File: src/source/rob_params.svh
`ifndef ROB_PARAMS_SVH
`define ROB_PARAMS_SVH

// reorder buffer sizing, depth must stay a power of two
`define ROB_DEPTH 32
`define ROB_IDX_W 5

// register and data widths
`define PHYS_W    6
`define ARCH_W    5
`define DATA_W    32

`define RETIRE_W  2   // entries retired per cycle at most
`define CQ_DEPTH  4   // slots in each commit queue

`endif

File: src/source/commit_fifo.sv
`default_nettype none

`include "rob_params.svh"

module commit_fifo #(
    parameter type payload_t = logic
) (
    input  logic       clk,
    input  logic       rstn,
    input  logic [1:0] push,
    input  payload_t   push_data_0,
    input  payload_t   push_data_1,
    output logic [2:0] room,
    output logic       req,
    input  logic       ack,
    output payload_t   data
);
    localparam int              PTR_W   = $clog2(`CQ_DEPTH);
    localparam int              CNT_W   = PTR_W + 1;
    localparam logic [CNT_W-1:0] DEPTH_C = CNT_W'(`CQ_DEPTH);

    payload_t          mem [`CQ_DEPTH];
    logic [PTR_W-1:0]  wr_ptr;
    logic [PTR_W-1:0]  wr_ptr_1;
    logic [PTR_W-1:0]  rd_ptr;
    logic [CNT_W-1:0]  count;
    logic              ack_wait;    // req dropped, waiting on ack low
    logic              pop;

    assign room     = DEPTH_C - count;
    assign data     = mem[rd_ptr];      // stable while req is up
    assign pop      = ack_wait && !ack;
    assign wr_ptr_1 = wr_ptr + PTR_W'(push[0]);   // second push packs behind the first

    always_ff @(posedge clk) begin
        if (push[0])
            mem[wr_ptr] <= push_data_0;
        if (push[1])
            mem[wr_ptr_1] <= push_data_1;
    end

    //////////////////////////////
    // pointers and handshake
    //////////////////////////////
    always_ff @(posedge clk or negedge rstn) begin
        if (!rstn) begin
            wr_ptr   <= '0;
            rd_ptr   <= '0;
            count    <= '0;
            req      <= 1'b0;
            ack_wait <= 1'b0;
        end else begin
            wr_ptr <= wr_ptr + PTR_W'(push[0]) + PTR_W'(push[1]);
            count  <= count + CNT_W'(push[0]) + CNT_W'(push[1]) - CNT_W'(pop);
            if (pop)
                rd_ptr <= rd_ptr + 1'b1;

            if (req && ack) begin
                req      <= 1'b0;               // phase 3
                ack_wait <= 1'b1;
            end else if (pop) begin
                ack_wait <= 1'b0;               // item gone on ack fall
            end else if (!req && !ack_wait && !ack && count != '0) begin
                req      <= 1'b1;
            end
        end
    end

endmodule

`default_nettype wire

File: config.mk
export PLATFORM = sky130hd
export DESIGN_NAME = commit_fifo
export DESIGN_NICKNAME = d
export VERILOG_FILES = /design/src/source/commit_fifo.sv
export VERILOG_INCLUDE_DIRS = /design/src /design/src/source
export SDC_FILE = /design/constraint.sdc
export NUM_CORES = 1
export LEC_CHECK = 0
export ABC_CLOCK_PERIOD_IN_PS = 2500
export BUFFER_PORTS_ARGS = -buffer_cell sky130_fd_sc_hd__buf_2
export CAP_MARGIN = 20
export CORE_AREA = 2 2 43 45
export DETAILED_ROUTE_END_ITERATION = 10
export DIE_AREA = 0 0 45 47
export PLACE_DENSITY = 0.66
export REMOVE_ABC_BUFFERS = 1
export SLEW_MARGIN = 20
export SYNTH_ARGS = -nofsm -noshare
export SYNTH_HDL_FRONTEND = slang
export SYNTH_SLANG_ARGS = --single-unit
File: constraint.sdc
create_clock -name clk -period 2.5 [get_ports clk]
set_input_delay 0.5 -clock clk [delete_from_list [all_inputs] [get_ports clk]]
set_output_delay 0.5 -clock clk [all_outputs]
set_load 0.05 [all_outputs]
==> metrics.txt <==
vias in the first global route 420; R2R setup slack roughly 0.61 ns; port buffer count 11; Final ANT Viol Nets 0; Synth area leader dfrtp_1; Critical Path RT 2.00 ns; Post-CTS Setup Bufs 0; root buf cell clkbuf_4; Rel. slew slack 0.795; Max Cap Viol 0; gr ovfl total 0; row count 15; FF/Latch Area 345 um^2; pin slew with the least headroom to its limit 0.307 ns; register area share after synthesis 0.484; pin count of the biggest net entering global routing 10; first-pass GRT wire length around 1700 um; Final TNS setup 0 ns; skew final 0.00148 ns; predominant post-synthesis flop cell dfrtp_1; run status complete, no violations; Hold Buf Count CTS 0; Iteration-0 DRC Markers 2; I/O Pins 12; Hold Vio Cnt, Final 0; Synth top cells by count 9 x dfrtp_1, 8 x inv_1, 5 x ha_1; Warnings, synthesis 0; drt drc 0; global placement routability congestion just under 0.8; final net count 86; Crit. End Element output pin; CP max FO 3; top post-synthesis cells by area dfrtp_1 32%, edfxtp_1 17%, ha_1 8.8%, fa_1 5.6%, mux2_2 4.7%; EDFF count, synth 4; Mapped Cells between 50 and 60; Fillers 162; Avg WL per Cell around 11 um; Yosys cell types 23; RSZ-0062 raised after global routing false; Final Max Tran Viols 0; CTS buffer count 3; clk_lat worst skew 0.26 ns; CP startpoint kind flop; Clock Sink Count 13; crit path max-delay cell type dfrtp_1; CTS tree yes; Setup crit start count[0]$_DFF_PN0_; final setup fails 0; worst flop-to-flop path startpoint ack_wait$_DFFE_PN0P_; GRT Total Usage 0.117; min Tclk post-route around 2 ns; Max stage delay on crit path 0.39 ns; multi-input logic area roughly 330 um^2; Max Clock Freq 510 MHz; hpwl dp around 810 um; area delta synth->final 13.3%; initial core utilization 0.432; layout cells sized above 1 0.296; post-cts resize count 0; post-synth top area share 0.316; Die Ht ~47 um; Seq cells post-synth 13; critical path cell sequence inv_1 > ha_1 > ha_1 > inv_1 > buf_2; First-pass DRT Iterations 4; Setup CP Type reg2out; Worst EP arrival about 1.5 ns; most numerous cell in the Yosys netlist dfrtp_1; CP delay by family, top adder cells; asr flop ratio synth 0.692; n_diodes 0; H-Tree Depth 1; Die Wd around 45 um; Synth Area per Inst approximately 13 um^2; Mapped Area about 710 um^2; clock slew at reported path FFs approximately 0.080 ns; Clock Tree Buf Depth 2; die area approximately 0.0021 mm^2; WL final 989 um; fin crit share 0.784; Hold WS ~0.071 ns; total number of vias around 420; Vias per Instance ~4.8; initial antenna violation count 0; core area ~0.0017 mm^2; Hold Path Class in2async; crit path buf inv count 3
## worst paths after layout
path / end / cells past startpoint
setup / recovery: room[2] / 5
hold / removal: count[2]$_DFF_PN0_ / 1
setup reg to reg: count[2]$_DFF_PN0_ / 6
hold reg to reg: rd_ptr[1]$_DFFE_PN0P_ / 1
max in group asynchronous: rd_ptr[1]$_DFFE_PN0P_ / 1
min in group clk: req$_DFFE_PN0P_ / 2
## metal layers
layer  vias to the layer above  wire [um]  GRT usage
met2                         5        495      0.200
met3                         2         20     0.0231
li1                        220          -          -
met1                       195        463      0.145
met5                         -          0          0
met4                         0          8     0.0529
## state kept, by name (all words and copies together), names as in the netlist
name and flops:
ack_wait 1, count 3, mem 4, rd_ptr 2, req 1, wr_ptr 2
## layout make-up
class	instances	share of cell area
clock buffers	4	0.0325
inverters	8	0.0372
multi-input cells	35	0.409
flip-flops and latches	13	0.427
well taps	17	0.0263
repair buffers	11	0.0681
## kinds of logic after synthesis
kind of cell	after synthesis	synth area share
DFF	13	0.484
and+or+nand+nor	12	0.0877
buffers and inverters	9	0.0526
adders and majority gates	7	0.144
xor gates and xnor gates	6	0.0842
AOI/OAI and AO/OA	5	0.0474
muxes	5	0.100
## placed cells by master (no fill, tap or decap), types with 2 or more instances in the layout
master    netlist  layout
edfxtp_1        4       4
fa_1            2       2
o21bai_1        2       2
dfrtp_1         9       9
inv_1           8       8
mux2_2          3       3
ha_1            5       5
nor2_1          4       4
nand2_1         3       3
xor2_1          2       2
xnor2_1         3       3
clkbuf_4        0       3
buf_2           0      11
## through the flow
step | cell area, um^2 | setup slack, ns | utilization | std cells
after floorplan | 706 | 0.493 | - | 56
after global placement | 782 | 0.449 | 0.473 | 84
after detailed placement | 782 | 0.398 | 0.473 | 84
after CTS | 808 | 0.535 | 0.489 | 88
after global routing | 808 | 0.452 | 0.489 | 88
final | 808 | 0.539 | 0.489 | 88
Power is left out: the tool's default activity adds up to more than one toggle a clock period on the data nets, which glitch-free logic cannot reach.
