### config.mk
export PLATFORM = sky130hd
export DESIGN_NAME = arch_reg_file
export DESIGN_NICKNAME = d
export VERILOG_FILES = /design/src/source/rob_pkg.sv /design/src/source/arch_reg_file.sv
export VERILOG_INCLUDE_DIRS = /design/src /design/src/source
export SDC_FILE = /design/constraint.sdc
export NUM_CORES = 2
export LEC_CHECK = 0
export BUFFER_PORTS_ARGS = -buffer_cell sky130_fd_sc_hd__clkbuf_2
export CORE_ASPECT_RATIO = 2
export CORE_UTILIZATION = 58
export CTS_CLUSTER_SIZE = 16
export DETAILED_ROUTE_END_ITERATION = 16
export GPL_ROUTABILITY_DRIVEN = 0
export MAX_ROUTING_LAYER = met4
export PLACE_DENSITY = 0.78
export SLEW_MARGIN = 20
export SYNTH_ARGS = -nofsm -noshare
export SYNTH_HDL_FRONTEND = slang
export SYNTH_SLANG_ARGS = --single-unit
### constraint.sdc
create_clock -name clk -period 2 [get_ports clk]
set_input_delay 0.4 -clock clk [delete_from_list [all_inputs] [get_ports clk]]
set_output_delay 0.4 -clock clk [all_outputs]
set_load 0.02 [all_outputs]
### src/source/rob_params.svh
`ifndef ROB_PARAMS_SVH
`define ROB_PARAMS_SVH

// reorder buffer sizing, depth must stay a power of two
`define ROB_DEPTH 32
`define ROB_IDX_W 5

// register and data widths
`define PHYS_W    6
`define ARCH_W    5
`define DATA_W    32

`define RETIRE_W  2   // entries retired per cycle at most
`define CQ_DEPTH  4   // slots in each commit queue

`endif

### src/source/rob_pkg.sv
`default_nettype none

`include "rob_params.svh"

package rob_pkg;

    // one instruction as handed over by rename
    typedef struct packed {
        logic [`ARCH_W-1:0] arch_dst;   // architectural destination
        logic [`PHYS_W-1:0] phys_dst;   // newly mapped tag
        logic [`PHYS_W-1:0] old_phys;   // previous mapping, freed at retire
        logic               is_store;
        logic [`DATA_W-1:0] st_addr;
        logic [`DATA_W-1:0] st_data;
    } dispatch_t;

    typedef struct packed {
        logic                  valid;
        logic [`ROB_IDX_W-1:0] idx;     // rob slot of the result
        logic [`DATA_W-1:0]    value;
    } complete_t;

    typedef struct packed {
        dispatch_t          instr;
        logic               done;
        logic [`DATA_W-1:0] result;
    } rob_entry_t;

    typedef struct packed {
        logic               en;
        logic [`ARCH_W-1:0] idx;
        logic [`DATA_W-1:0] data;
    } arf_wr_t;

    // free list record
    typedef struct packed {
        logic [`PHYS_W-1:0] phys;
        logic [`ARCH_W-1:0] arch;
    } free_reg_t;

    typedef struct packed {
        logic [`DATA_W-1:0] addr;
        logic [`DATA_W-1:0] data;
    } store_commit_t;

endpackage

`default_nettype wire

### src/source/arch_reg_file.sv
`default_nettype none

`include "rob_params.svh"

module arch_reg_file (
    input  logic                               clk,
    input  logic                               rstn,
    input  rob_pkg::arf_wr_t [`RETIRE_W-1:0]   arf_wr,
    input  logic [`ARCH_W-1:0]                 rd_idx,
    output logic [`DATA_W-1:0]                 rd_data
);
    logic [`DATA_W-1:0] regs [2**`ARCH_W];

    always_ff @(posedge clk or negedge rstn) begin
        if (!rstn) begin
            for (int i = 0; i < 2**`ARCH_W; i++)
                regs[i] <= '0;
        end else begin
            // ports never collide, ctrl merges same-target writes
            for (int p = 0; p < `RETIRE_W; p++) begin
                if (arf_wr[p].en)
                    regs[arf_wr[p].idx] <= arf_wr[p].data;
            end
        end
    end

    assign rd_data = regs[rd_idx];   // async read

endmodule

`default_nettype wire

==> run metrics <==
mapped cell area 56800 um^2; Initial Utilization 58.3%; final hold vios 0; leading post-synthesis cells by cell area dfrtp_1 45%, mux2i_1 27%, a21oi_1 5.4%; global-route usage over all layers 42.5%; layout cells sized above 1 14.0%; initial drt markers 5920; Max Cap Viol 0; RSZ-0062 raised after global routing yes; first-pass GRT wire length 304 mm; most frequent cell after synthesis mux2i_1; via/cell ratio 6.78; skew final 0 ns; area leader, netlist dfrtp_1; FMAX 395 MHz; root buffer cell clkbuf_16; max reg flops 1024; Port Buffers 114; Required @ worst endpoint 1.60 ns; clock buffer depth 3; Die Wd 223 um; critical path's largest stage delay 0.38 ns; Synth top area share 45.2%; Die Y 444 um; CTS Buf Count 88; drt first pass iters 6; Worst Slack Setup Final -0.531 ns; dpl cells 6967; status finished, violations left; Final Max Slew Viols 0; GRT overflow 0; CP Cell Sequence mux2i_1, a22o_1, nor3_1, a31oi_1, nand3_2, buf_8; CTS tree built; Yosys cell types 38; worst skew pair latency 0.70 ns; Reg with most FFs regs; crit-path max FO 2; post-route ant nets 0; area occupied by registers 25600 um^2; I/O pin count 115; slowest CP cell dfrtp_1; multi-input logic area 28900 um^2; synthesized instance count 5852; Fill cells 7103; initial antenna violation count 14; fin cells 7174; Synth Flop Type dfrtp_1; power density cells 932 nW/um^2; failing checks setup timing; Post-Synthesis Net Count 5935; Tot Pwr 61.2 mW; depth of the CTS H-tree 3; reg2reg path depth 4; setup TNS -14.57 ns; vias in the first global route 48864; Post-synth EDFFs 0; clock period minus worst slack 2.53 ns; Tcrit/Tclk final 127%; Synth top cells by count 1536 x mux2i_1, 1024 x dfrtp_1, 645 x nand2_1; sequential fraction of the synthesis area 45.2%; worst slew pin tran 0.793 ns; Worst-path clk slew 0.07 ns; Sink Count 1024; synth warn 0; standard cell core area 97300 um^2; Detail Placement HPWL 127 mm; die area 99200 um^2; Startpoint Class register; Hold Path Class input port to asynchronous set/reset pin; post-synthesis average cell area 9.70 um^2; Vias 48639; Yosys reg bits 1024; Worst setup EP type output port; WL per Instance 28.7 um; pin count of the biggest net entering global routing 102; Lkg Pwr 31.3 nW; Top Registers regs (1024); Synth-to-Final Area Change 15.7%; row count 162; final net count 5953; Worst Setup Path Type register to output port; hold slack 0.206 ns; Data arrival, critical path 2.13 ns; Remaining DRCs 0; peak supply drop 0.000698 V; final WL 206 mm; Finish-stage setup viols 32; asr flop ratio synth 100%; Slew HR 47.1%
cells by family after synthesis:
kind of cell | after synthesis | synth area share (%)
muxes | 1536 | 27.1
buffers and inverters | 624 | 5.33
and+or+nand+nor | 1356 | 9.94
DFF | 1024 | 45.2
AOI/OAI and AO/OA | 1312 | 12.5
worst paths after layout:
check                               start          to  slack [ns]
worst max-delay path            regs[929]  rd_data[1]       -0.53
worst min-delay path                 rstn   regs[876]        0.21
worst max register to register  regs[945]   regs[945]        1.00
worst min register to register  regs[658]   regs[658]        0.55
max in group asynchronous            rstn   regs[580]        0.87
min in group clk                arf_wr[6]   regs[454]        0.21
cells in the final DEF (no fill, tap or decap), types with 96 or more instances in the layout:
cell / instances
a21oi_1: 608
a22oi_1: 96
buf_12: 192
buf_4: 231
dfrtp_1: 1024
mux2i_1: 1528
nand2_1: 612
nor2_1: 516
o21ai_0: 325
o21ai_1: 187
per-stage QoR:
stage | worst slack, ns | utilization [%] | instance area, um^2
after floorplan | -0.00841 | - | 57000
after global placement | -0.585 | 63.4 | 61700
after detailed placement | -0.626 | 63.4 | 61700
after CTS | -0.569 | 67.0 | 65200
after global routing | -0.611 | 67.5 | 65600
final | -0.531 | 67.5 | 65600
final cells by class:
cell class              count  share of cell area (%)
clock inverters            24                   0.408
well taps                1230                    2.34
multi-input cells        4204                    44.1
clock buffers             128                    3.86
flip-flops and latches   1024                    39.0
diodes                     12                  0.0457
repair buffers            552                    10.2
power by group:
group	internal (mW)	total [mW]	leakage, nW	switching, mW
clock network	9.33	17.5	1.38	8.20
registers	26.2	29.5	12.5	3.33
logic	6.67	14.1	17.4	7.43
total	42.2	61.2	31.3	19.0
worst max-delay path: cells and delay by family, from the launching register on:
kind	cells	cell delay [ns]
buffers and inverters	1	0.18
multiplexers	1	0.19
AO/OA/AOI/OAI	2	0.41
flip-flops	1	0.38
AND/OR/NAND/NOR	2	0.25
repair_timing:
item	4_1_cts	5_1_grt
pin swaps	49	55
endpoints found under the setup margin	32	32
buffers inserted	14	36
cloned	2	0
hold buffers	1	0
hold endpoints to repair	193	0
resized for setup	100	64
metal layers:
metal  track usage [%]  wire length (um)  vias to the layer above
met3              10.6             22300                     1159
met1              47.7             70000                    23748
met5                 -                 0                        -
met2              64.6             94800                     3283
met4              33.9             19100                        0
li1                  -                 -                    20449
No activity file was read; power rests on OpenSTA's default activity.
