<file path="config.mk">
export PLATFORM = sky130hd
export DESIGN_NAME = rob_ctrl
export DESIGN_NICKNAME = d
export VERILOG_FILES = /design/src/source/rob_pkg.sv /design/src/source/rob_ctrl.sv
export VERILOG_INCLUDE_DIRS = /design/src /design/src/source
export SDC_FILE = /design/constraint.sdc
export NUM_CORES = 1
export LEC_CHECK = 0
export ABC_AREA = 1
export ABC_CLOCK_PERIOD_IN_PS = 7500
export BUFFER_PORTS_ARGS = -buffer_cell sky130_fd_sc_hd__buf_2
export CAP_MARGIN = 20
export CORE_AREA = 4 4 186 188
export CTS_CLUSTER_SIZE = 40
export DETAILED_ROUTE_END_ITERATION = 10
export DIE_AREA = 0 0 190 192
export GPL_TIMING_DRIVEN = 0
export PLACE_DENSITY = 0.41
export SLEW_MARGIN = 20
export SYNTH_ARGS = -nofsm -noshare
export SYNTH_HDL_FRONTEND = slang
export SYNTH_SLANG_ARGS = --single-unit
</file>
<file path="constraint.sdc">
create_clock -name clk -period 7.5 [get_ports clk]
set_input_delay 0.375 -clock clk [delete_from_list [all_inputs] [get_ports clk]]
set_output_delay 0.375 -clock clk [all_outputs]
set_load 0.02 [all_outputs]
</file>
<file path="src/source/rob_params.svh">
`ifndef ROB_PARAMS_SVH
`define ROB_PARAMS_SVH

// reorder buffer sizing, depth must stay a power of two
`define ROB_DEPTH 32
`define ROB_IDX_W 5

// register and data widths
`define PHYS_W    6
`define ARCH_W    5
`define DATA_W    32

`define RETIRE_W  2   // entries retired per cycle at most
`define CQ_DEPTH  4   // slots in each commit queue

`endif

</file>
<file path="src/source/rob_pkg.sv">
`default_nettype none

`include "rob_params.svh"

package rob_pkg;

    // one instruction as handed over by rename
    typedef struct packed {
        logic [`ARCH_W-1:0] arch_dst;   // architectural destination
        logic [`PHYS_W-1:0] phys_dst;   // newly mapped tag
        logic [`PHYS_W-1:0] old_phys;   // previous mapping, freed at retire
        logic               is_store;
        logic [`DATA_W-1:0] st_addr;
        logic [`DATA_W-1:0] st_data;
    } dispatch_t;

    typedef struct packed {
        logic                  valid;
        logic [`ROB_IDX_W-1:0] idx;     // rob slot of the result
        logic [`DATA_W-1:0]    value;
    } complete_t;

    typedef struct packed {
        dispatch_t          instr;
        logic               done;
        logic [`DATA_W-1:0] result;
    } rob_entry_t;

    typedef struct packed {
        logic               en;
        logic [`ARCH_W-1:0] idx;
        logic [`DATA_W-1:0] data;
    } arf_wr_t;

    // free list record
    typedef struct packed {
        logic [`PHYS_W-1:0] phys;
        logic [`ARCH_W-1:0] arch;
    } free_reg_t;

    typedef struct packed {
        logic [`DATA_W-1:0] addr;
        logic [`DATA_W-1:0] data;
    } store_commit_t;

endpackage

`default_nettype wire

</file>
<file path="src/source/rob_ctrl.sv">
`default_nettype none

`include "rob_params.svh"

module rob_ctrl (
    input  logic                                  clk,
    input  logic                                  rstn,
    input  logic                                  dispatch_valid,
    input  rob_pkg::rob_entry_t                   head_entry_0,
    input  rob_pkg::rob_entry_t                   head_entry_1,
    input  logic [2:0]                            free_room,
    input  logic [2:0]                            store_room,
    output logic                                  stall,
    output logic                                  wr_en,
    output logic [`ROB_IDX_W-1:0]                 tail_idx,
    output logic [`ROB_IDX_W-1:0]                 head_idx,
    output logic [1:0]                            retire_cnt,
    output rob_pkg::arf_wr_t [`RETIRE_W-1:0]      arf_wr,
    output logic [1:0]                            free_push,
    output rob_pkg::free_reg_t                    free_data_0,
    output rob_pkg::free_reg_t                    free_data_1,
    output logic [1:0]                            store_push,
    output rob_pkg::store_commit_t                store_data_0,
    output rob_pkg::store_commit_t                store_data_1
);
    localparam int IDX_W = `ROB_IDX_W;
    localparam int OCC_W = `ROB_IDX_W + 1;

    logic [OCC_W-1:0] occupancy;
    logic             ret_0;
    logic             ret_1;
    logic             same_q;     // both heads go to the same queue
    logic [2:0]       room_1;

    assign stall = (occupancy == OCC_W'(`ROB_DEPTH));
    assign wr_en = dispatch_valid && !stall;

    //////////////////////////////
    // retire selection
    //////////////////////////////
    assign ret_0 = (occupancy != '0) && head_entry_0.done &&
                   (head_entry_0.instr.is_store ? (store_room != 3'd0) : (free_room != 3'd0));

    assign same_q = (head_entry_1.instr.is_store == head_entry_0.instr.is_store);
    assign room_1 = head_entry_1.instr.is_store ? store_room : free_room;

    // second one needs a slot left over after the first push
    assign ret_1 = ret_0 && (occupancy > OCC_W'(1)) && head_entry_1.done &&
                   (room_1 > (same_q ? 3'd1 : 3'd0));

    assign retire_cnt = {1'b0, ret_0} + {1'b0, ret_1};

    always_ff @(posedge clk or negedge rstn) begin
        if (!rstn) begin
            head_idx  <= '0;
            tail_idx  <= '0;
            occupancy <= '0;
        end else begin
            if (wr_en)
                tail_idx <= tail_idx + 1'b1;   // wraps with the index width
            head_idx  <= head_idx + IDX_W'(retire_cnt);
            occupancy <= occupancy + OCC_W'(wr_en) - OCC_W'(retire_cnt);
        end
    end

    //////////////////////////////
    // routing of retired entries
    //////////////////////////////
    assign free_push  = {ret_1 && !head_entry_1.instr.is_store, ret_0 && !head_entry_0.instr.is_store};
    assign store_push = {ret_1 && head_entry_1.instr.is_store, ret_0 && head_entry_0.instr.is_store};

    assign free_data_0  = '{phys: head_entry_0.instr.old_phys, arch: head_entry_0.instr.arch_dst};
    assign free_data_1  = '{phys: head_entry_1.instr.old_phys, arch: head_entry_1.instr.arch_dst};
    assign store_data_0 = '{addr: head_entry_0.instr.st_addr, data: head_entry_0.instr.st_data};
    assign store_data_1 = '{addr: head_entry_1.instr.st_addr, data: head_entry_1.instr.st_data};

    always_comb begin
        arf_wr = '0;
        if (free_push == 2'b11 && head_entry_0.instr.arch_dst == head_entry_1.instr.arch_dst) begin
            // same target, younger value wins
            arf_wr[0].en   = 1'b1;
            arf_wr[0].idx  = head_entry_1.instr.arch_dst;
            arf_wr[0].data = head_entry_1.result;
        end else begin
            arf_wr[0].en   = free_push[0];
            arf_wr[0].idx  = head_entry_0.instr.arch_dst;
            arf_wr[0].data = head_entry_0.result;
            arf_wr[1].en   = free_push[1];
            arf_wr[1].idx  = head_entry_1.instr.arch_dst;
            arf_wr[1].data = head_entry_1.result;
        end
    end

endmodule

`default_nettype wire

</file>
==> metrics.md <==
| Metric | Value |
|---|---|
| Register share of total power | 20.0% |
| Layout cell share with drive strength beyond 1 | between 60% and 70% |
| Synth Warn # | 0 |
| Cts bufs inserted | 3 |
| Grt total ovfl | 0 |
| Die Footprint | between 30000 and 40000 um2 |
| Slowest stage delay, CP | 0.40 ns |
| Buf/Inv on CP | 4 |
| Post-CTS setup buffer count | 0 |
| Unrepaired setup endpoints after global routing | false |
| Clock slew at reported path FFs | around 0.05 ns |
| Register area share after synthesis | 11.76% |
| Clock buffer depth | 2 |
| Delay-heaviest family, CP | adder cells |
| Min-Delay Path Class | in -> async |
| Final Setup Violations | 0 |
| Worst EP required | 7.63 ns |
| Layout net count | 1107 |
| Synthesis-to-finish area growth | 67.61% |
| Yosys top cell area share | 33.75% |
| Vias post-DR | 4017 |
| Fin Setup TNS | 0 ns |
| N_diodes | 0 |
| RD Place Congestion | 0.7619 |
| Most common cell after layout, fill and taps aside | buf_2 |
| Critical Path, Cell by Cell | inv_1 > ha_1 > nand3_1 > nand2_1 > nor2_4 > nand3_2 > inv_1 > ha_1 > ha_1 > inv_1 > ha_1 > inv_1 > fa_1 > o21ai_0 > a21oi_1 > xnor2_1 |
| Drt drc | 0 |
| Pint | 468.9 uW |
| CP max FO | 4 |
| Vias in the first global route | 3810 |
| Post-CTS sizing | 0 |
| All-Layer GR Usage | 8.485% |
| Kind of start point of the critical path | flip-flop |
| Post-Route WL | 17990 um |
| Hold-fix buffers, CTS | 0 |
| Initial antenna violation count | 1 |
| Drt first pass iters | 4 |
| CTS Root Cell | clkbuf_16 |
| Net count after synthesis | 772 |
| Gate power share | 67.1% |
| Final Hold Viols | 0 |
| First-pass GRT wire length | 23780 um |
| Initial Util | just over 10% |
| Iter 0 DRT Violations | 136 |
| Clk_lat worst skew | roughly 0.24 ns |
| Worst vdd ir | about 0.00017 V |
| I/O pin total | 483 |
| Port bufs | 330 |
| Layout fillers | 3854 |
| Post-DP HPWL | roughly 16000 um |
| Relative slew slack | 61.53% |
| Fin Clk Skew | 0.001386 ns |
| Fin crit share | 42.34% |
| Sw Ratio | 47.19% |
| Post-DR wirelength/cell | 13.88 um |
| Syn Area/Cell | 6.621 um2 |
| ANT nets after route | 0 |
| Fmax | 314.9 MHz |
| Cell taking the most area after synthesis | buf_4 |
| Fin. max-slew vios | 0 |
| Clock Sinks | 16 |
| Largest net degree at the start of global routing | 17 |
| Synthesized instance count | just over 500 |
| # rows | 67 |
| Leak pwr | 0.003465 uW |
| Pwr/cell area | roughly 160 nW/um2 |
| Cell Area, Synth | 3403 um2 |
| Worst path arrival time | around 3.3 ns |
| H-Tree Depth | 1 |
| Crit. End Element | flip-flop |
| Clock power share | 12.9% |
| Commonest non-fill, non-tap cells in the layout | buf_2, buf_4, inv_1, nand2_1, nor2_1 |
| Least-Margin Pin Slew | 0.5770 ns |
| Outcome | finished clean |
| Setup ws final | approximately 4.3 ns |
| Die Ht | 192 um |
| CP max-delay cell | fa_1 |
| CTS tree | done |
| P_sw | 419.0 uW |
| Die Wd | 190 um |
| Fin crit period | 3.175 ns |
| Via density | 3.100 |
| Netlist cell types | 29 |
| CP Class | reg -> reg |
| Max-Cap Viols | 0 |
| DP Worst Slack | 4.039 ns |
| CORE AREA | 33110 um2 |
| Synth top area cells | buf_4, dfrtp_1, inv_1, o21bai_1, ha_1 |
| #FFs+latches synth | 16 |
[area by class of cell]
cell class	instances	area, um2	area share (%)
repair buffers	330	1652	28.95
multi-input cells	232	1399	24.52
plain buffers	170	1244	21.80
well taps	448	560.5	9.827
flip-flops and latches	16	400.4	7.019
inverters	96	360.3	6.317
clock buffers	4	88.84	1.557
[registers in the layout, summed over array words and instances (netlist names)]
name	cells
tail_idx	5
occupancy	6
head_idx	5
[power by group through the flow]
stage | Sequential [uW] | Combinational (uW) | Clock, uW
final | 178 | 596 | 115
after global routing | 185 | 672 | 122
after CTS | 178 | 605 | 118
after detailed placement | 178 | 603 | 0
after global placement | 178 | 601 | 0
after floorplan | 204 | 384 | 0
[Yosys cell counts]
cell type and n:
inv_2 2, buf_6 3, inv_1 94, nand2_1 55, nor2_2 3, nand2_4 1, nand4_1 1, o21ai_0 2
clkbuf_1 7, nand3_2 2, ha_1 17, mux2i_1 1, nor2_4 2, nand3_1 41, buf_2 7, nand2_2 2
a21oi_1 3, a21boi_0 1, nor2_1 48, nor3_1 1, buf_4 153, o21bai_1 32, dfrtp_1 16, xnor2_1 10
nand3_4 1, fa_1 2, xor2_1 5, or2_2 1, nor2_8 1
[worst reg2reg max path, cell delays in order (launching register included)]
cell and delay (ns):
dfrtp_1 0.34, inv_1 0.09, ha_1 0.25, nand3_1 0.17, nand2_1 0.13, nor2_4 0.17
nand3_2 0.14, inv_1 0.09, ha_1 0.28, ha_1 0.29, inv_1 0.06, ha_1 0.16
inv_1 0.06, fa_1 0.40, o21ai_0 0.20, a21oi_1 0.11, xnor2_1 0.13
[kinds of logic after synthesis]
kind of cell,after synthesis,share of synthesized area [%]
xor+xnor,15,3.860
fa+ha+maj,19,7.426
buf+inv,266,47.13
simple gates,159,21.51
compound gates,38,8.015
flops,16,11.76
mux,1,0.2941
[stage by stage]
step | hold slack [ns] | util (%) | power, uW | area (um2) | std cells
3_3_place_gp | 0.3272 | 16.96 | 778.4 | 5615 | 1292
4_1_cts | 0.06256 | 17.23 | 901.6 | 5704 | 1296
5_1_grt | 0.08440 | 17.23 | 979.9 | 5704 | 1296
6_report | 0.04815 | 17.23 | 887.9 | 5704 | 1296
3_5_place_dp | 0.3225 | 16.96 | 781.0 | 5615 | 1292
2_1_floorplan | 0.07941 | - | 587.8 | 3403 | 514
[worst paths after layout]
check / startpoint / endpoint / slack, ns / cells after the start
setup reg to reg: occupancy[2] / occupancy[4] / 4.32 / 16
setup / recovery: occupancy[2] / occupancy[4] / 4.32 / 16
hold / removal: rstn / occupancy[0] / 0.05 / 1
min in group clk: dispatch_valid / tail_idx[0] / 0.48 / 3
max in group asynchronous: rstn / occupancy[3] / 7.18 / 1
hold reg to reg: head_idx[4] / head_idx[4] / 0.48 / 1
[layer usage]
layer,global-route usage [%],vias to the layer above,routed length (um)
li1,-,2049,-
met1,12.11,1789,7976
met2,14.23,173,8720
met3,1.200,4,1250
met4,0.5008,2,31
met5,0,-,11
(Power assumes the default switching activity.)
